$ cat src/vlane_pkg.sv
package vlane_pkg;

    ////////////////////////////////////////
    // Instruction and width encodings

    // Values 1, 6 and 7 are illegal
    typedef enum logic [2:0] {
        NORMAL        = 3'd0,
        STORE         = 3'd2,
        INDEXED_STORE = 3'd3,
        LOAD          = 3'd4,
        INDEXED_LOAD  = 3'd5
    } inst_type_e;

    // Shared by vsew and wdata_width, 0 is not a width
    typedef enum logic [1:0] {
        EW_BYTE = 2'd1,
        EW_HALF = 2'd2,
        EW_WORD = 2'd3
    } ew_e;

    ////////////////////////////////////////
    // Sequencer modes

    typedef enum logic [1:0] {
        MODE_IDLE,
        MODE_NORMAL,
        MODE_READ,                            // Store, indexed store, indexed load
        MODE_LOAD
    } mode_e;

    ////////////////////////////////////////
    // Fixed constants

    localparam int BWEN_W   = 4;              // Bytes per VRF word
    localparam int N_RPORTS = 3;              // vs1, vs2, vs3

endpackage

$ cat src/vlane_decode.sv
`timescale 1ns/100ps

module vlane_decode #(
    parameter int MEM_DEPTH       = 512,
    parameter int VLANE_NUM       = 8,
    parameter int MAX_VL_PER_LANE = 256,
    localparam int ADDR_W = $clog2(MEM_DEPTH),
    localparam int VL_W   = $clog2(VLANE_NUM * MAX_VL_PER_LANE) + 1,
    localparam int RL_W   = $clog2(MAX_VL_PER_LANE) + 1,
    localparam int ID_W   = $clog2(MAX_VL_PER_LANE)
) (
    input  logic                  clk_i,
    input  logic                  rst_i,
    input  logic                  start_i,
    input  logic                  ready_i,
    input  logic                  done_i,
    input  vlane_pkg::inst_type_e inst_type_i,
    input  logic [VL_W-1:0]       vl_i,
    input  vlane_pkg::ew_e        vsew_i,
    input  vlane_pkg::ew_e        wdata_width_i,
    input  logic [ID_W-1:0]       inst_delay_i,
    input  logic [ADDR_W-1:0]     waddr_start_i,
    input  logic [vlane_pkg::N_RPORTS-1:0][ADDR_W-1:0] raddr_start_i,
    output vlane_pkg::mode_e      mode_o,
    output logic [RL_W-1:0]       read_limit_o,
    output logic [ID_W-1:0]       inst_delay_o,
    output vlane_pkg::ew_e        vsew_o,
    output vlane_pkg::ew_e        wdata_width_o,
    output logic [ADDR_W-1:0]     waddr_start_o,
    output logic [vlane_pkg::N_RPORTS-1:0][ADDR_W-1:0] raddr_start_o,
    output logic                  store_data_valid_o,
    output logic                  index_valid_o
);

    vlane_pkg::mode_e  next_mode;
    logic              accept;
    logic [RL_W-1:0]   lane_len;

    assign accept   = start_i && ready_i && (next_mode != vlane_pkg::MODE_IDLE);
    assign lane_len = RL_W'(vl_i / VLANE_NUM) + RL_W'((vl_i % VLANE_NUM) != 0);   // ceil

    always_comb begin
        case (inst_type_i)
            vlane_pkg::NORMAL:        next_mode = vlane_pkg::MODE_NORMAL;
            vlane_pkg::STORE,
            vlane_pkg::INDEXED_STORE,
            vlane_pkg::INDEXED_LOAD:  next_mode = vlane_pkg::MODE_READ;
            vlane_pkg::LOAD:          next_mode = vlane_pkg::MODE_LOAD;
            default:                  next_mode = vlane_pkg::MODE_IDLE;   // Illegal type
        endcase
    end

    ////////////////////////////////////////
    // Mode and valid levels

    always_ff @(posedge clk_i) begin
        if (!rst_i) begin
            mode_o             <= vlane_pkg::MODE_IDLE;
            store_data_valid_o <= 1'b0;
            index_valid_o      <= 1'b0;
        end else if (accept) begin
            mode_o             <= next_mode;
            store_data_valid_o <= inst_type_i inside {vlane_pkg::STORE, vlane_pkg::INDEXED_STORE};
            index_valid_o      <= inst_type_i inside {vlane_pkg::INDEXED_STORE,
                                                      vlane_pkg::INDEXED_LOAD};
        end else if (done_i) begin
            mode_o             <= vlane_pkg::MODE_IDLE;
            store_data_valid_o <= 1'b0;
            index_valid_o      <= 1'b0;
        end
    end

    always_ff @(posedge clk_i) begin
        if (accept) begin
            read_limit_o  <= lane_len;
            inst_delay_o  <= inst_delay_i;
            vsew_o        <= vsew_i;
            wdata_width_o <= wdata_width_i;
        end
    end

    // Counters load in idle and take the live addresses on the accept edge
    assign waddr_start_o = waddr_start_i;
    assign raddr_start_o = raddr_start_i;

    // A new instruction is only taken in idle
    a_accept_idle: assert property (@(posedge clk_i) disable iff (!rst_i)
        accept |-> mode_o == vlane_pkg::MODE_IDLE);

endmodule

$ cat src/vlane_driver.sv
`timescale 1ns/100ps

module vlane_driver #(
    parameter int MEM_DEPTH       = 512,
    parameter int VLANE_NUM       = 8,
    parameter int MAX_VL_PER_LANE = 256,
    localparam int ADDR_W = $clog2(MEM_DEPTH),
    localparam int VL_W   = $clog2(VLANE_NUM * MAX_VL_PER_LANE) + 1,
    localparam int RL_W   = $clog2(MAX_VL_PER_LANE) + 1,
    localparam int ID_W   = $clog2(MAX_VL_PER_LANE),
    localparam int VM_W   = $clog2(MAX_VL_PER_LANE)
) (
    input  logic                          clk_i,
    input  logic                          rst_i,
    input  logic                          start_i,
    input  vlane_pkg::inst_type_e         inst_type_i,
    input  logic [VL_W-1:0]               vl_i,
    input  vlane_pkg::ew_e                vsew_i,
    input  vlane_pkg::ew_e                wdata_width_i,
    input  logic [ID_W-1:0]               inst_delay_i,
    input  logic [ADDR_W-1:0]             vrf_starting_waddr_i,
    input  logic [vlane_pkg::N_RPORTS-1:0][ADDR_W-1:0] vrf_starting_raddr_i,
    input  logic                          load_valid_i,
    input  logic                          load_last_i,
    output logic                          ready_o,
    output logic [vlane_pkg::N_RPORTS-1:0][ADDR_W-1:0] vrf_raddr_o,
    output logic [ADDR_W-1:0]             vrf_waddr_o,
    output logic [vlane_pkg::BWEN_W-1:0]  vrf_bwen_o,
    output logic [VM_W-1:0]               vmrf_addr_o,
    output logic                          vmrf_wen_o,
    output logic                          store_data_valid_o,
    output logic                          store_load_index_valid_o,
    output logic                          ready_for_load_o
);

    vlane_pkg::mode_e  mode;
    vlane_pkg::ew_e    vsew;
    vlane_pkg::ew_e    wdata_width;
    logic [RL_W-1:0]   read_limit;
    logic [ID_W-1:0]   inst_delay;
    logic [ADDR_W-1:0] waddr_start;
    logic [vlane_pkg::N_RPORTS-1:0][ADDR_W-1:0] raddr_start;
    logic              done;
    logic              raddr_load;
    logic              raddr_en;
    logic              write_active;

    ////////////////////////////////////////
    // Decode and execute

    vlane_decode #(
        .MEM_DEPTH          (MEM_DEPTH),
        .VLANE_NUM          (VLANE_NUM),
        .MAX_VL_PER_LANE    (MAX_VL_PER_LANE)
    ) u_decode (
        .clk_i              (clk_i),
        .rst_i              (rst_i),
        .start_i            (start_i),
        .ready_i            (ready_o),
        .done_i             (done),
        .inst_type_i        (inst_type_i),
        .vl_i               (vl_i),
        .vsew_i             (vsew_i),
        .wdata_width_i      (wdata_width_i),
        .inst_delay_i       (inst_delay_i),
        .waddr_start_i      (vrf_starting_waddr_i),
        .raddr_start_i      (vrf_starting_raddr_i),
        .mode_o             (mode),
        .read_limit_o       (read_limit),
        .inst_delay_o       (inst_delay),
        .vsew_o             (vsew),
        .wdata_width_o      (wdata_width),
        .waddr_start_o      (waddr_start),
        .raddr_start_o      (raddr_start),
        .store_data_valid_o (store_data_valid_o),
        .index_valid_o      (store_load_index_valid_o)
    );

    vlane_sequencer #(
        .MAX_VL_PER_LANE (MAX_VL_PER_LANE)
    ) u_sequencer (
        .clk_i           (clk_i),
        .rst_i           (rst_i),
        .mode_i          (mode),
        .read_limit_i    (read_limit),
        .inst_delay_i    (inst_delay),
        .load_last_i     (load_last_i),
        .ready_o         (ready_o),
        .done_o          (done),
        .raddr_load_o    (raddr_load),
        .raddr_en_o      (raddr_en),
        .write_active_o  (write_active)
    );

    ////////////////////////////////////////
    // Operand read addresses, one per port

    for (genvar i = 0; i < vlane_pkg::N_RPORTS; i++) begin : g_raddr
        vrf_addr_counter #(
            .MEM_DEPTH    (MEM_DEPTH)
        ) u_raddr_cnt (
            .clk_i        (clk_i),
            .rst_i        (rst_i),
            .start_addr_i (raddr_start[i]),
            .load_i       (raddr_load),
            .en_i         (raddr_en),
            .ew_i         (vsew),
            .addr_o       (vrf_raddr_o[i])
        );
    end

    vrf_write_unit #(
        .MEM_DEPTH        (MEM_DEPTH),
        .MAX_VL_PER_LANE  (MAX_VL_PER_LANE)
    ) u_write (
        .clk_i            (clk_i),
        .rst_i            (rst_i),
        .mode_i           (mode),
        .write_active_i   (write_active),
        .load_valid_i     (load_valid_i),
        .waddr_start_i    (waddr_start),
        .wdata_width_i    (wdata_width),
        .vrf_waddr_o      (vrf_waddr_o),
        .vrf_bwen_o       (vrf_bwen_o),
        .vmrf_addr_o      (vmrf_addr_o),
        .vmrf_wen_o       (vmrf_wen_o),
        .ready_for_load_o (ready_for_load_o)
    );

endmodule

$ cat src/vlane_sequencer.sv
`timescale 1ns/100ps

module vlane_sequencer #(
    parameter int MAX_VL_PER_LANE = 256,
    localparam int RL_W  = $clog2(MAX_VL_PER_LANE) + 1,
    localparam int ID_W  = $clog2(MAX_VL_PER_LANE),
    localparam int CNT_W = $clog2(MAX_VL_PER_LANE) + 2
) (
    input  logic             clk_i,
    input  logic             rst_i,
    input  vlane_pkg::mode_e mode_i,
    input  logic [RL_W-1:0]  read_limit_i,
    input  logic [ID_W-1:0]  inst_delay_i,
    input  logic             load_last_i,
    output logic             ready_o,
    output logic             done_o,
    output logic             raddr_load_o,
    output logic             raddr_en_o,
    output logic             write_active_o
);

    logic [CNT_W-1:0] main_cnt;
    logic [CNT_W-1:0] end_cnt;                // Last cycle of a normal instruction
    logic [CNT_W-1:0] delay_cnt;

    assign delay_cnt = CNT_W'(inst_delay_i);
    assign end_cnt   = delay_cnt + CNT_W'(read_limit_i);

    ////////////////////////////////////////
    // Main counter

    always_ff @(posedge clk_i) begin
        if (!rst_i) begin
            main_cnt <= '0;
        end else if (mode_i == vlane_pkg::MODE_IDLE || done_o) begin
            main_cnt <= '0;                   // Zero again on the first idle cycle
        end else begin
            main_cnt <= main_cnt + 1'b1;
        end
    end

    ////////////////////////////////////////
    // Per mode control

    always_comb begin
        ready_o        = (mode_i == vlane_pkg::MODE_IDLE);
        raddr_load_o   = (mode_i == vlane_pkg::MODE_IDLE);
        raddr_en_o     = 1'b0;
        write_active_o = 1'b0;
        done_o         = 1'b0;
        case (mode_i)
            vlane_pkg::MODE_NORMAL: begin
                raddr_en_o     = 1'b1;
                // Results land inst_delay cycles behind the operand reads
                write_active_o = (main_cnt > delay_cnt) && (main_cnt <= end_cnt);
                done_o         = (main_cnt == end_cnt);
            end
            vlane_pkg::MODE_READ: begin
                raddr_en_o = 1'b1;
                done_o     = (main_cnt + 1'b1 >= CNT_W'(read_limit_i));
            end
            vlane_pkg::MODE_LOAD: begin
                done_o = load_last_i;         // Memory side decides the length
            end
            default: begin
                done_o = 1'b0;
            end
        endcase
    end

    // Decode drops back to idle one edge after done
    a_done_idle: assert property (@(posedge clk_i) disable iff (!rst_i)
        done_o |=> ready_o);

endmodule

$ cat src/vrf_addr_counter.sv
`timescale 1ns/100ps

module vrf_addr_counter #(
    parameter int MEM_DEPTH = 512,
    localparam int ADDR_W = $clog2(MEM_DEPTH)
) (
    input  logic              clk_i,
    input  logic              rst_i,
    input  logic [ADDR_W-1:0] start_addr_i,
    input  logic              load_i,
    input  logic              en_i,
    input  vlane_pkg::ew_e    ew_i,
    output logic [ADDR_W-1:0] addr_o
);

    logic [1:0] sub_cnt;                      // Elements consumed in current word

    always_ff @(posedge clk_i) begin
        if (!rst_i) begin
            addr_o  <= '0;
            sub_cnt <= '0;
        end else if (load_i) begin
            addr_o  <= start_addr_i;
            sub_cnt <= '0;
        end else if (en_i) begin
            case (ew_i)
                vlane_pkg::EW_BYTE: begin
                    sub_cnt <= sub_cnt + 2'd1;
                    if (sub_cnt == 2'd3) addr_o <= addr_o + 1'b1;   // Four bytes per word
                end
                vlane_pkg::EW_HALF: begin
                    sub_cnt <= {1'b0, ~sub_cnt[0]};
                    if (sub_cnt[0]) addr_o <= addr_o + 1'b1;        // Two halves per word
                end
                default: begin
                    addr_o <= addr_o + 1'b1;
                end
            endcase
        end
    end

    // A step with no element width means decode passed on a bad field
    a_ew_legal: assert property (@(posedge clk_i) disable iff (!rst_i)
        en_i |-> ew_i != 2'd0);

endmodule

$ cat src/vrf_write_unit.sv
`timescale 1ns/100ps

module vrf_write_unit #(
    parameter int MEM_DEPTH       = 512,
    parameter int MAX_VL_PER_LANE = 256,
    localparam int ADDR_W = $clog2(MEM_DEPTH),
    localparam int VM_W   = $clog2(MAX_VL_PER_LANE)
) (
    input  logic                          clk_i,
    input  logic                          rst_i,
    input  vlane_pkg::mode_e              mode_i,
    input  logic                          write_active_i,
    input  logic                          load_valid_i,
    input  logic [ADDR_W-1:0]             waddr_start_i,
    input  vlane_pkg::ew_e                wdata_width_i,
    output logic [ADDR_W-1:0]             vrf_waddr_o,
    output logic [vlane_pkg::BWEN_W-1:0]  vrf_bwen_o,
    output logic [VM_W-1:0]               vmrf_addr_o,
    output logic                          vmrf_wen_o,
    output logic                          ready_for_load_o
);

    logic                         load_beat;
    logic                         idle;
    vlane_pkg::ew_e               ew_wr;
    logic [VM_W-1:0]              vmrf_cnt;
    logic [vlane_pkg::BWEN_W-1:0] rot_bwen;

    assign idle             = (mode_i == vlane_pkg::MODE_IDLE);
    assign ready_for_load_o = (mode_i == vlane_pkg::MODE_LOAD);
    assign load_beat        = ready_for_load_o && load_valid_i;
    // Loads fill whole words
    assign ew_wr            = ready_for_load_o ? vlane_pkg::EW_WORD : wdata_width_i;

    vrf_addr_counter #(
        .MEM_DEPTH    (MEM_DEPTH)
    ) u_waddr_cnt (
        .clk_i        (clk_i),
        .rst_i        (rst_i),
        .start_addr_i (waddr_start_i),
        .load_i       (idle),
        .en_i         (write_active_i || load_beat),
        .ew_i         (ew_wr),
        .addr_o       (vrf_waddr_o)
    );

    ////////////////////////////////////////
    // Mask address and byte enables

    always_ff @(posedge clk_i) begin
        if (!rst_i || idle) begin
            vmrf_cnt <= '0;                   // Restart per instruction
        end else if (write_active_i) begin
            vmrf_cnt <= vmrf_cnt + 1'b1;
        end
    end

    // Beat count low bits pick the byte lane
    always_comb begin
        case (wdata_width_i)
            vlane_pkg::EW_BYTE: rot_bwen = 4'b0001 << vmrf_cnt[1:0];
            vlane_pkg::EW_HALF: rot_bwen = vmrf_cnt[0] ? 4'b1100 : 4'b0011;
            default:            rot_bwen = 4'b1111;
        endcase
    end

    assign vrf_bwen_o  = write_active_i ? rot_bwen : {vlane_pkg::BWEN_W{load_beat}};
    assign vmrf_addr_o = idle ? '0 : vmrf_cnt;   // Zero from the first idle cycle
    assign vmrf_wen_o  = write_active_i;

    // Result beats come only from a normal instruction
    a_beat_normal: assert property (@(posedge clk_i) disable iff (!rst_i)
        write_active_i |-> mode_i == vlane_pkg::MODE_NORMAL);

endmodule
$ cat config.mk
export PLATFORM = sky130hd
export DESIGN_NAME = vlane_driver
export DESIGN_NICKNAME = d
export VERILOG_FILES = /design/src/vlane_pkg.sv /design/src/vlane_decode.sv /design/src/vlane_driver.sv /design/src/vlane_sequencer.sv /design/src/vrf_addr_counter.sv /design/src/vrf_write_unit.sv
export SDC_FILE = /design/constraint.sdc
export NUM_CORES = 1
export LEC_CHECK = 0
export BUFFER_PORTS_ARGS = -buffer_cell sky130_fd_sc_hd__clkbuf_2
export CAP_MARGIN = 20
export CORE_MARGIN = 2
export CORE_UTILIZATION = 56
export CTS_CLUSTER_DIAMETER = 120
export CTS_CLUSTER_SIZE = 20
export DETAILED_ROUTE_END_ITERATION = 12
export GPL_ROUTABILITY_DRIVEN = 0
export PLACE_DENSITY = 0.84
export SYNTH_ARGS = -nofsm -noshare
export SYNTH_HDL_FRONTEND = slang
export SYNTH_HIERARCHICAL = 1
export SYNTH_SLANG_ARGS = --single-unit
$ cat constraint.sdc
create_clock -name clk_i -period 4.3 [get_ports clk_i]
set_clock_uncertainty 0.2 [all_clocks]
set_input_delay 0.43 -clock clk_i [delete_from_list [all_inputs] [get_ports clk_i]]
set_output_delay 0.43 -clock clk_i [all_outputs]
set_load 0.02 [all_outputs]
== Word-level counts from Yosys, hierarchy flattened ==
Cells that the tools add are included.

* Logic and storage cells: 131
* Output and inout port bits: 53
* Bits in registers: 87

* Equality and inequality tests: 26
* Magnitude comparators: 3
* Bitwise logic cells: 5
* Shift-type cells: 1
* Reduce and logical (&&, ||, !) cells: 29
* Multiplexer cells: 38
* $add $sub $neg: 12

{| class="wikitable"
|+ Operator list
! cell !! count
|-
| $mux W9 || 16
|-
| $pmux W9 S2 || 4
|-
| $add A9 B1 Y9 const B || 4
|-
| $reduce_bool A32 Y1 || 1
|-
| $eq A2 B2 Y1 const B || 9
|-
| $ne A3 B2 Y1 const B || 6
|-
| $pmux W2 S2 || 4
|-
| $reduce_bool A2 Y1 || 8
|-
| $reduce_and A3 Y1 || 4
|-
| $add A10 B1 Y10 const B || 1
|-
| $add A8 B9 Y10 || 1
|-
| $eq A10 B10 Y1 || 1
|-
| $ge A10 B9 Y1 || 1
|-
| $gt A10 B8 Y1 || 1
|-
| $le A10 B10 Y1 || 1
|-
| $add A9 B1 Y9 || 1
|-
| $add A2 B1 Y2 const B || 4
|-
| $add A8 B1 Y8 const B || 1
|-
| $eq A2 B1 Y1 const B || 4
|-
| $mux W4 || 2
|-
| $mux W8 || 1
|-
| $pmux W4 S2 || 1
|-
| $eq A3 B2 Y1 const B || 2
|-
| $eq A3 B3 Y1 const B || 2
|-
| other kinds (15) || 34
|}

== Logic depth before layout (Yosys ltp) ==
Gate-level depths: netlist of run 1.

* Word-level depth: 7
* Mapped depth: 20
* Gate-level depth less buffers: 19

== Modules after synthesis ==
The synthesis of run 1 kept the hierarchy.

{| class="wikitable"
|+ By module, submodules not included
! module !! seq. area each (µm²) !! cells each !! times used !! area each (µm²)
|-
| vrf_addr_counter || 220.2 || 76 || 4 || 690.7
|-
| vlane_sequencer || 200.2 || 176 || 1 || 1502.7
|-
| vlane_decode || 710.7 || 101 || 1 || 1266.2
|-
| vrf_write_unit || 160.2 || 72 || 1 || 571.8
|}

== Worst setup path before layout of run 1 ==
OpenSTA, ideal clock, no wires.

* Path kind: flip-flop to output port
* From: reg u_decode.inst_delay_o[0]
* To: out vrf_bwen_o[3] (netlist name)
* Cell stages (with the launch flop): 17
* Setup slack: 394 ps
* Arrival: 3276 ps
* Buffers on the path: 1
* Cell sequence: edfxtp_1 -> ha_1 -> inv_1 -> fa_1 -> nor2b_1 -> o21ai_0 -> a21oi_1 -> o31ai_1 -> xnor2_1 -> ha_1 -> o21ai_0 -> and3b_1 -> o32a_1 -> buf_6 -> or2b_1 -> a21oi_1 -> o21ai_0

* Cells in the longest elaborated chain, start to end: 5

{| class="wikitable"
|+ RTL lines
! element !! line !! RTL
|-
| from (decl) || vlane_decode.sv:26 || <nowiki>output logic [ID_W-1:0] inst_delay_o,</nowiki>
|-
| from (signal assigned) || vlane_decode.sv:76 || <nowiki>inst_delay_o <= inst_delay_i;</nowiki>
|-
| $add A8 B9 Y10 || vlane_sequencer.sv:27 || <nowiki>assign end_cnt = delay_cnt + CNT_W'(read_limit_i);</nowiki>
|-
| $le A10 B10 Y1 || vlane_sequencer.sv:55 || <nowiki>write_active_o = (main_cnt > delay_cnt) && (main_cnt <= end_cnt);</nowiki>
|-
| $logic_and A1 B1 Y1 * || vlane_sequencer.sv:55 ||
|-
| $mux W1 * || vlane_sequencer.sv:51 || <nowiki>case (mode_i)</nowiki>
|-
| net write_active || vlane_driver.sv:46 || <nowiki>logic write_active;</nowiki>
|-
| $mux W4 * || vrf_write_unit.sv:67 || <nowiki>assign vrf_bwen_o = write_active_i ? rot_bwen : {vlane_pkg::BWEN_W{load_beat}};</nowiki>
|-
| to (decl) || vlane_driver.sv:28 || <nowiki>output logic [vlane_pkg::BWEN_W-1:0] vrf_bwen_o,</nowiki>
|}

The timed path passes the listed nets; every way through them passes the cells marked *.

== Worst setup path after layout of run 1 ==
* From: reg u_decode.read_limit_o[1]
* To: out vrf_bwen_o[3] (netlist name)

* Cells in the longest elaborated chain, start to end: 5

{| class="wikitable"
|+ RTL lines
! element !! line !! RTL
|-
| from (decl) || vlane_decode.sv:25 || <nowiki>output logic [RL_W-1:0] read_limit_o,</nowiki>
|-
| from (signal assigned) || vlane_decode.sv:75 || <nowiki>read_limit_o <= lane_len;</nowiki>
|-
| $add A8 B9 Y10 || vlane_sequencer.sv:27 ||
|-
| $le A10 B10 Y1 || vlane_sequencer.sv:55 ||
|-
| $logic_and A1 B1 Y1 || vlane_sequencer.sv:55 ||
|-
| $mux W1 || vlane_sequencer.sv:51 ||
|-
| $mux W4 || vrf_write_unit.sv:67 ||
|}

No other way between the ends.

==> impl_results.md, run 1 <==
* Avg Cell Area, Syn at 9.35 µm²
* CTS tree: yes
* CTS HTree Levels at 3
* Top cell type's share of synthesized area at 21.6%
* Vias at 4976
* Peak supply drop at 0.000217 V
* Starting density of the core at 56.8%
* Final setup fails at 3
* Number of detailed-route iterations in the first pass at 4
* Placement row count at 38
* Final hold vios at 0
* Max-cap violations at 0
* CTS root buf: clkbuf_8
* Req. time, crit path at 3.67 ns
* First-pass GRT wire length at 21400 µm
* Largest cells by area after synthesis: dfxtp_1, ha_1, edfxtp_1
* Violated checks: negative setup slack
* Post-DP HPWL at 10000 µm
* Post-Layout Inst Area at 6880 µm²
* Fin nets at 873
* EDFF count, synth at 21
* Sequential share of the synthesized area at 32.0%
* Core Region at 10700 µm²
* Area growth from synthesis to layout at 12.8%
* Drt total wl at 13600 µm
* Synth Register Bits at 87
* Status: finished with violations
* Period minus WS final at 4.31 ns
* Layout cells sized above 1 at 28.7%
* Critical path launch point type: flip-flop
* Die width at 108 µm
* Clk_lat worst skew at 0.37 ns
* Ys Warns at 6
* Max Slew Vio Count at 0
* Worst slew margin at 36.2%
* Fin crit share at 100%
* Top FF cell, synth: dfxtp_1
* Synth unique cells at 62
* Vias in the first global route at 4760
* Ports at 121
* Post-route ant nets at 0
* Num CTS Buffers at 9
* RSZ-0062 raised after global routing: yes
* Tot GR Track Use at 23.3%
* Die Y at 108 µm
* Vias/cell at 5.64
* Worst-margin pin slew at 0.955 ns
* Worst setup margin at -0.0133 ns
* Crit. End Element: output pin
* Clk buf depth at 2
* Avg WL per Cell at 15.4 µm
* LEAKAGE at 2.96 nW
* Crit-path max FO at 3
* Post-route setup TNS at -0.0281 ns
* WS Path Type: flip-flop to output pin
* Antenna cells at 0
* Synth area leader: dfxtp_1
* Die Area at 11700 µm²
* GRT overflow at 0
* Mapped Area at 6100 µm²
* Largest net degree at the start of global routing at 51
* DRT iter0 DRCs at 336
* Synth async-reset ratio at 0%
* Clock-pin transition on the worst setup and hold timing paths at 0.09 ns
* Fin util at 64.1%
* Hold Path Class: input pin to flip-flop
* Highest Clock Rate at 232 MHz
* Initial antenna violation count at 0
* PortBufs at 120
* Syn nets at 788
* Placed Area at 6490 µm²
* Drt drc at 0
* Arrival @ worst endpoint at 3.68 ns
* PwrDens at 311 nW/µm²
* Synth Instances at 653
* Clk sinks at 87
cell families (layout without fill, tap and decap cells):
| logic type | after synthesis | count (layout) | share of synthesized area (%) |
|---|---|---|---|
| AOI/OAI and AO/OA | 129 | 129 | 12.7 |
| xor gates and xnor gates | 53 | 53 | 7.73 |
| adders and majority gates | 67 | 67 | 13.9 |
| buffers and inverters | 101 | 191 | 9.43 |
| DFF | 87 | 87 | 32.0 |
| muxes | 10 | 10 | 1.64 |
| and+or+nand+nor | 206 | 206 | 22.7 |
stage by stage:
stage                     power (W)  setup WS (ns)  instances  hold slack (ns)
after floorplan             0.00134          0.394        653            0.254
after global placement      0.00144          0.250        859            0.266
after detailed placement    0.00147        -0.0240        859            0.267
after CTS                   0.00215         0.0128        878          0.00849
after global routing        0.00225         -0.140        883          0.00258
final                       0.00214        -0.0133        883           0.0291
Yosys cell counts (all sizes together), types with 2 or more instances:
cell type / n
xor2: 10
a21oi: 47
nor4b: 4
o21a: 2
nor2: 32
edfxtp: 21
nand4: 22
a21o: 5
xnor2: 43
o21ai: 49
a311oi: 4
nand3: 18
ha: 66
and3: 11
a211oi: 4
nor4: 12
nor3: 12
o221ai: 4
inv: 45
nor2b: 25
clkbuf: 8
and2b: 5
mux2i: 10
buf: 48
nand3b: 2
a2111oi: 2
dfxtp: 66
or2: 6
o31ai: 3
and4: 3
nand2b: 3
o2bb2ai: 2
nor3b: 12
or3: 6
nand2: 29
path summary, 6_finish.rpt:
kind / from / to / slack, ns / cells past startpoint
min reg2reg: u_decode/index_valid_o$_SDFFE_PN0P_ / u_decode/index_valid_o$_SDFFE_PN0P_ / 0.29 / 2
max: u_decode/read_limit_o[1]$_DFFE_PP_ / vrf_bwen_o[3] / -0.01 / 15
min: inst_delay_i[0] / u_decode/inst_delay_o[0]$_DFFE_PP_ / 0.03 / 1
max reg2reg: u_decode/inst_delay_o[4]$_DFFE_PP_ / u_write/u_waddr_cnt/addr_o[8]$_SDFFE_PN0P_ / 0.18 / 19
state kept, by name, summed over array words and instances (netlist names):
signal,count
g_raddr.u_raddr_cnt/addr_o,27
u_sequencer/main_cnt,10
u_decode/read_limit_o,9
u_write/u_waddr_cnt/addr_o,9
u_decode/inst_delay_o,8
u_write/vmrf_cnt,8
g_raddr.u_raddr_cnt/sub_cnt,6
u_decode/mode_o,2
u_decode/vsew_o,2
u_decode/wdata_width_o,2
u_write/u_waddr_cnt/sub_cnt,2
u_decode/index_valid_o,1
u_decode/store_data_valid_o,1
power by group:
part / total, W / switching, W / internal (W)
clock: 0.000670 / 0.000302 / 0.000368
combinational: 0.000511 / 0.000308 / 0.000203
sequential: 0.000963 / 0.0000618 / 0.000901
total: 0.00214 / 0.000672 / 0.00147
metal layers:
| layer | share of wire [%] | wire, µm | up-vias | track usage (%) |
|---|---|---|---|---|
| met5 | 0 | 0 | - | 0 |
| li1 | - | - | 2448 | - |
| met1 | 41 | 5630 | 2312 | 26.8 |
| met2 | 49 | 6640 | 187 | 40.7 |
| met3 | 7.2 | 983 | 29 | 6.63 |
| met4 | 2.6 | 348 | 0 | 9.25 |
repair_timing:
| action | 4_1_cts | 5_1_grt |
|---|---|---|
| endpoints found under the setup margin | 6 | 6 |
| gates resized for setup | 24 | 8 |
| buffers inserted | 3 | 5 |
| hold buffers | 0 | 0 |
| pin swaps | 12 | 5 |
cell usage in the layout, fill, tap and decap left out, drive strengths merged, types with 2 or more instances in the layout:
cell	n
clkbuf	131
dfxtp	66
ha	66
o21ai	49
a21oi	47
inv	45
xnor2	43
nor2	32
nand2	29
nor2b	25
nand4	22
edfxtp	21
nand3	18
buf	14
nor4	12
nor3b	12
nor3	12
and3	11
mux2i	10
xor2	10
or2	6
or3	6
and2b	5
a21o	5
a311oi	4
nor4b	4
o221ai	4
a211oi	4
nand2b	3
and4	3
o31ai	3
o2bb2ai	2
nand3b	2
o21a	2
a2111oi	2
critical path, cell delays in order (launching register included):
cell	delay [ns]
edfxtp_1	0.40
ha_1	0.32
a21o_1	0.18
a21oi_2	0.17
o21ai_2	0.12
a21oi_2	0.19
xor2_1	0.20
ha_1	0.27
a21o_1	0.19
a21o_1	0.19
a211oi_2	0.19
o32a_1	0.23
or2b_1	0.28
a21oi_2	0.15
o21ai_1	0.09
buf_4	0.16
layout make-up:
type / count / area (µm²)
multi-input cells: 465 / 3650
well taps: 140 / 175
fillers: 867 / 3860
repair buffers: 130 / 683
clock inverters: 1 / 8.76
inverters: 45 / 169
flip-flops and latches: 87 / 1950
clock buffers: 15 / 241
No activity file was read; power rests on OpenSTA's default activity.
==> inputs of run 2 (changes only) <==
- CAP_MARGIN: 20 -> unset
- CELL_PAD_IN_SITES_DETAIL_PLACEMENT: unset -> 0
- CELL_PAD_IN_SITES_GLOBAL_PLACEMENT: unset -> 2
- CORE_UTILIZATION: 56 -> 37
- PLACE_DENSITY: 0.84 -> 0.89
- clock period: 4.3 -> 5.4 ns (I/O delays scaled with it)
==> impl_results.md, run 2 (synthesis results as in run 1) <==
* Status: finished clean
* CTS root buf: clkbuf_16
* First-pass GRT wire length at 22800 µm
* Drt drc at 0
* Critical path's top delay family: compound AO/OA/AOI/OAI gates
* DRT iter0 DRCs at 198
* WHS Endpoint: u_decode/inst_delay_o[6]$_DFFE_PP_
* Vias at 4842
* Area growth from synthesis to layout at 12.5%
* Fillcell total at 1607
* Placed Area at 6570 µm²
* Starting density of the core at 38.1%
* Most used cell, CP: o21ai_0
* CTS HTree Levels at 3
* Crit-path slowest cell: o32a_1
* RSZ-0062 raised after global routing: no
* Max Slew Vio Count at 0
* Vias/cell at 5.10
* Die Area at 17500 µm²
* GRT overflow at 0
* Register-to-Register Path Depth at 18
* Hold Path Class: input pin to flip-flop
* Period minus WS final at 4.94 ns
* Clk buf depth at 2
* Core Region at 16000 µm²
* Req. time, crit path at 4.66 ns
* Hold_buf cts at 0
* Crit-path max FO at 9
* PortBufs at 120
* Placement row count at 46
* Max-cap violations at 0
* Num CTS Buffers at 9
* WS Path Type: flip-flop to output pin
* Layout cells sized above 1 at 25.0%
* Ports at 121
* Register area at 1950 µm²
* Worst slew margin at 35.3%
* Critical path launch point type: flip-flop
* Crit-path max cell delay at 0.51 ns
* Post-Layout Inst Area at 6870 µm²
* Commonest cells after routing, fill and taps aside: clkbuf_2, ha_1, dfxtp_1
* Post-route setup TNS at 0 ns
* PwrDens at 261 nW/µm²
* Clock-pin transition on the worst setup and hold timing paths at 0.06 ns
* Resized Gates After CTS at 0
* Clk_lat worst skew at 0.34 ns
* Worst path cell trace: ha_1 > inv_1 > fa_1 > nor2b_1 > o21ai_0 > a21oi_1 > o21ai_0 > o2bb2ai_1 > ha_1 > nand4_1 > nor3_1 > o32a_1 > or2b_1 > a21oi_1 > o21ai_0 > clkbuf_2
* Die Y at 132 µm
* Vias in the first global route at 4658
* Multi-input gate area at 3580 µm²
* Crit. End Element: output pin
* Avg WL per Cell at 14.8 µm
* CTS tree: yes
* Drt total wl at 14000 µm
* Peak supply drop at 0.000154 V
* LEAKAGE at 2.93 nW
* Largest regs: g_raddr.u_raddr_cnt/addr_o: 27 flops, u_sequencer/main_cnt: 10 flops
* Largest net degree at the start of global routing at 51
* Antenna cells at 0
* Fin nets at 863
* Flop2flop setup slack at 0.83 ns
* Tot GR Track Use at 16.1%
* Crit. Startpoint: u_decode/inst_delay_o[0]$_DFFE_PP_
* Highest Clock Rate at 202 MHz
* Post-CTS Setup Inserts at 0
* Worst-margin pin slew at 0.969 ns
* Die width at 132 µm
* Fin crit share at 91.6%
* Post-route ant nets at 0
* Initial antenna violation count at 1
* R2R Path End: u_write/u_waddr_cnt/addr_o[7]$_SDFFE_PN0P_
* Final setup fails at 0
* Final hold vios at 0
* Number of detailed-route iterations in the first pass at 4
* Hold Path Depth at 1
* Arrival @ worst endpoint at 4.20 ns
* Clk sinks at 87
* Hold Path Origin: inst_delay_i[6]
* Most common cell after layout, fill and taps aside: clkbuf_2
* Largest register by flop count: g_raddr.u_raddr_cnt/addr_o
* Post-DP HPWL at 10800 µm
* WP buf/inv at 2
* Largest register FFs at 27
* Worst r2r src: u_decode/inst_delay_o[0]$_DFFE_PP_
==> run 2: changes by cell type in the layout (fill, tap and decap cells not counted), moves of 5 or more <==
| cell | before | now |
|---|---|---|
| buf_4 | 13 | 0 |
| a21oi_1 | 38 | 47 |
| clkbuf_8 | 10 | 1 |
| a21oi_2 | 8 | 0 |
| clkbuf_16 | 4 | 9 |
==> run 2: metrics by stage <==
| stage | total power, W | utilization, % | hold slack, ns | cells | setup WS (ns) |
|---|---|---|---|---|---|
| after floorplan | 0.00107 | - | 0.254 | 653 | 1.38 |
| after global placement | 0.00117 | 41.0 | 0.268 | 933 | 1.04 |
| after detailed placement | 0.00117 | 41.0 | 0.272 | 933 | 0.865 |
| after CTS | 0.00182 | 42.9 | 0.156 | 949 | 0.472 |
| after global routing | 0.00189 | 42.9 | 0.157 | 949 | 0.0930 |
| final | 0.00180 | 42.9 | 0.170 | 949 | 0.456 |
==> run 2: cell type report <==
cell class                 count  share of cell area, %
clock inverter                 5                  0.838
timing repair buffer         120                   8.74
clock buffer                  11                   3.53
inverter                      45                   2.46
sequential                    87                   28.4
tap                          216                   3.94
multi-input combinational    465                   52.1
==> run 2: report_power, final <==
part	internal (W)	leakage [nW]	total, W	switching, W
registers	0.000718	0.739	0.000769	0.0000508
clock network	0.000372	0.149	0.000638	0.000266
logic	0.000152	2.04	0.000389	0.000237
total	0.00124	2.93	0.00180	0.000553
==> run 2: per-layer routing <==
layer	up-vias	global-route usage [%]	routed length, µm
li1	2438	-	-
met1	2272	20.8	6450
met2	105	26.3	6690
met3	25	3.03	565
met4	2	6.69	310
met5	-	0	13
==> run 2: how the worst max path moves through the flow <==
stage	cells past startpoint	slack [ns]	to
after detailed placement	16	0.86	vrf_bwen_o[3]
after global placement	16	1.04	vrf_bwen_o[1]
after CTS	16	0.47	vrf_bwen_o[3]
after global routing	16	0.09	vrf_bwen_o[3]
final	16	0.46	vrf_bwen_o[3]
after floorplan	16	1.38	vrf_bwen_o[3]
==> inputs of run 3 (changes only) <==
--- a/constraint.sdc
+++ b/constraint.sdc
@@ -3,3 +3,3 @@
 set_input_delay 0.54 -clock clk_i [delete_from_list [all_inputs] [get_ports clk_i]]
 set_output_delay 0.54 -clock clk_i [all_outputs]
-set_load 0.02 [all_outputs]
+set_load 0.01 [all_outputs]
==> impl_results.md, run 3 (synthesis results as in run 1) <==
* Status: finished clean
* Largest register by flop count: g_raddr.u_raddr_cnt/addr_o
* Ports at 121
* LEAKAGE at 2.92 nW
* Starting density of the core at 38.1%
* PortBufs at 120
* Vias at 4785
* Clock network power share at 34.6%
* Antenna cells at 0
* DP Cell Count at 933
* Period minus WS final at 4.91 ns
* Sw Share at 30.2%
* Arrival @ worst endpoint at 4.17 ns
* Die width at 132 µm
* Clock-pin transition on the worst setup and hold timing paths at 0.06 ns
* Critical path launch point type: flip-flop
* Die Y at 132 µm
* Post-route setup TNS at 0 ns
* Crit-path max FO at 9
* Max Slew Vio Count at 0
* Fillcell total at 1627
* Hold Path Class: input pin to flip-flop
* RSZ-0062 raised after global routing: no
* Final hold vios at 0
* DRT iter0 DRCs at 295
* Commonest cells after routing, fill and taps aside: clkbuf_2, ha_1, dfxtp_1
* Avg WL per Cell at 14.7 µm
* GRT overflow at 0
* Vias/cell at 5.04
* Seq pwr share at 44.5%
* Core Region at 16000 µm²
* Initial antenna violation count at 0
* Req. time, crit path at 4.66 ns
* Area growth from synthesis to layout at 12.1%
* Net Sw Power at 0.000522 W
* Die Area at 17500 µm²
* Hold_buf cts at 0
* Clk_lat worst skew at 0.34 ns
* Tot GR Track Use at 16.1%
* Largest net degree at the start of global routing at 51
* Worst setup margin at 0.490 ns
* Crit. End Element: output pin
* Highest Clock Rate at 204 MHz
* Post-DP HPWL at 10800 µm
* Largest regs: g_raddr.u_raddr_cnt/addr_o: 27 flops, u_sequencer/main_cnt: 10 flops
* Final setup fails at 0
* Fin nets at 863
* Fin crit share at 90.9%
* Post-route insts no fill at 949
* Clk buf depth at 2
* First-pass GRT wire length at 23000 µm
* Placement row count at 46
* CTS tree: yes
* Vias in the first global route at 4761
* Peak supply drop at 0.000156 V
* CTS root buf: clkbuf_16
* Post-route ant nets at 0
* Most common cell after layout, fill and taps aside: clkbuf_2
* Pre-CTS setup slack at 0.865 ns
* Clk sinks at 87
* Max-cap violations at 0
* Hold slack at 0.168 ns
* Total power at 0.00173 W
* Resized Gates After CTS at 0
* Largest register FFs at 27
* CTS HTree Levels at 3
* Pint at 0.00121 W
* Drt total wl at 14000 µm
* Num CTS Buffers at 9
* Worst slew margin at 37.7%
* Drt drc at 0
* WS Path Type: flip-flop to output pin
* Combinational power share at 20.9%
* Layout cells sized above 1 at 24.8%
* PwrDens at 253 nW/µm²
* Post-CTS Setup Inserts at 0
* Worst-margin pin slew at 0.933 ns
* Number of detailed-route iterations in the first pass at 4
==> run 3: changes by cell type in the layout (fill, tap and decap cells not counted) <==
cell / delta
clkbuf_8: +1
clkinv_4: -2
bufinv_16: -1
inv_4: +1
clkbuf_1: +1
==> run 3: routing by layer <==
metal  routed length (µm)  vias up  share of wire (%)  GRT usage, %
li1                     -     2439                  -             -
met2                 6670       99                 48          27.1
met1                 6580     2235                 47          20.5
met4                  201        0                1.4          5.97
met5                    0        -                  0             0
met3                  544       12                3.9          2.95
==> run 3: path summary, 6_finish.rpt <==
| check | depth (start not counted) | endpoint | slack, ns | from |
|---|---|---|---|---|
| hold reg to reg | 2 | u_decode/index_valid_o$_SDFFE_PN0P_ | 0.27 | u_decode/index_valid_o$_SDFFE_PN0P_ |
| hold / removal | 1 | u_decode/inst_delay_o[2]$_DFFE_PP_ | 0.17 | inst_delay_i[2] |
| setup / recovery | 16 | vrf_bwen_o[3] | 0.49 | u_decode/inst_delay_o[0]$_DFFE_PP_ |
| setup reg to reg | 18 | u_write/u_waddr_cnt/addr_o[3]$_SDFFE_PN0P_ | 0.91 | u_decode/inst_delay_o[0]$_DFFE_PP_ |
==> run 3: layout make-up <==
type	count	area, µm²	area share, %
flip-flops and latches	87	1950	28.5
clock buffers	13	260	3.80
multi-input cells	465	3580	52.2
repair buffers	120	601	8.78
inverters	45	169	2.47
well taps	216	270	3.95
clock inverters	3	16.3	0.238
==> run 3: worst max-delay path, cell delays in order (launching register included) <==
cell and delay (ns):
edfxtp_1 0.38, ha_1 0.18, inv_1 0.05, fa_1 0.40
nor2b_1 0.12, o21ai_0 0.11, a21oi_1 0.28, o21ai_0 0.12
o2bb2ai_1 0.15, ha_1 0.30, nand4_1 0.12, nor3_1 0.43
o32a_1 0.51, or2b_1 0.28, a21oi_1 0.16, o21ai_0 0.10
clkbuf_2 0.14
==> run 3: power groups by stage <==
stage,combinational (W),sequential (W),clock (W)
6_report,0.000362,0.000769,0.000598
5_1_grt,0.000408,0.000778,0.000645
4_1_cts,0.000366,0.000769,0.000619
3_5_place_dp,0.000364,0.000784,0
3_3_place_gp,0.000358,0.000782,0
2_1_floorplan,0.000256,0.000786,0
==> run 3: stage by stage <==
stage | util, % | area (µm²)
4_1_cts | 42.8 | 6840
3_3_place_gp | 41.0 | 6570
2_1_floorplan | - | 6100
6_report | 42.8 | 6840
3_5_place_dp | 41.0 | 6570
5_1_grt | 42.8 | 6840
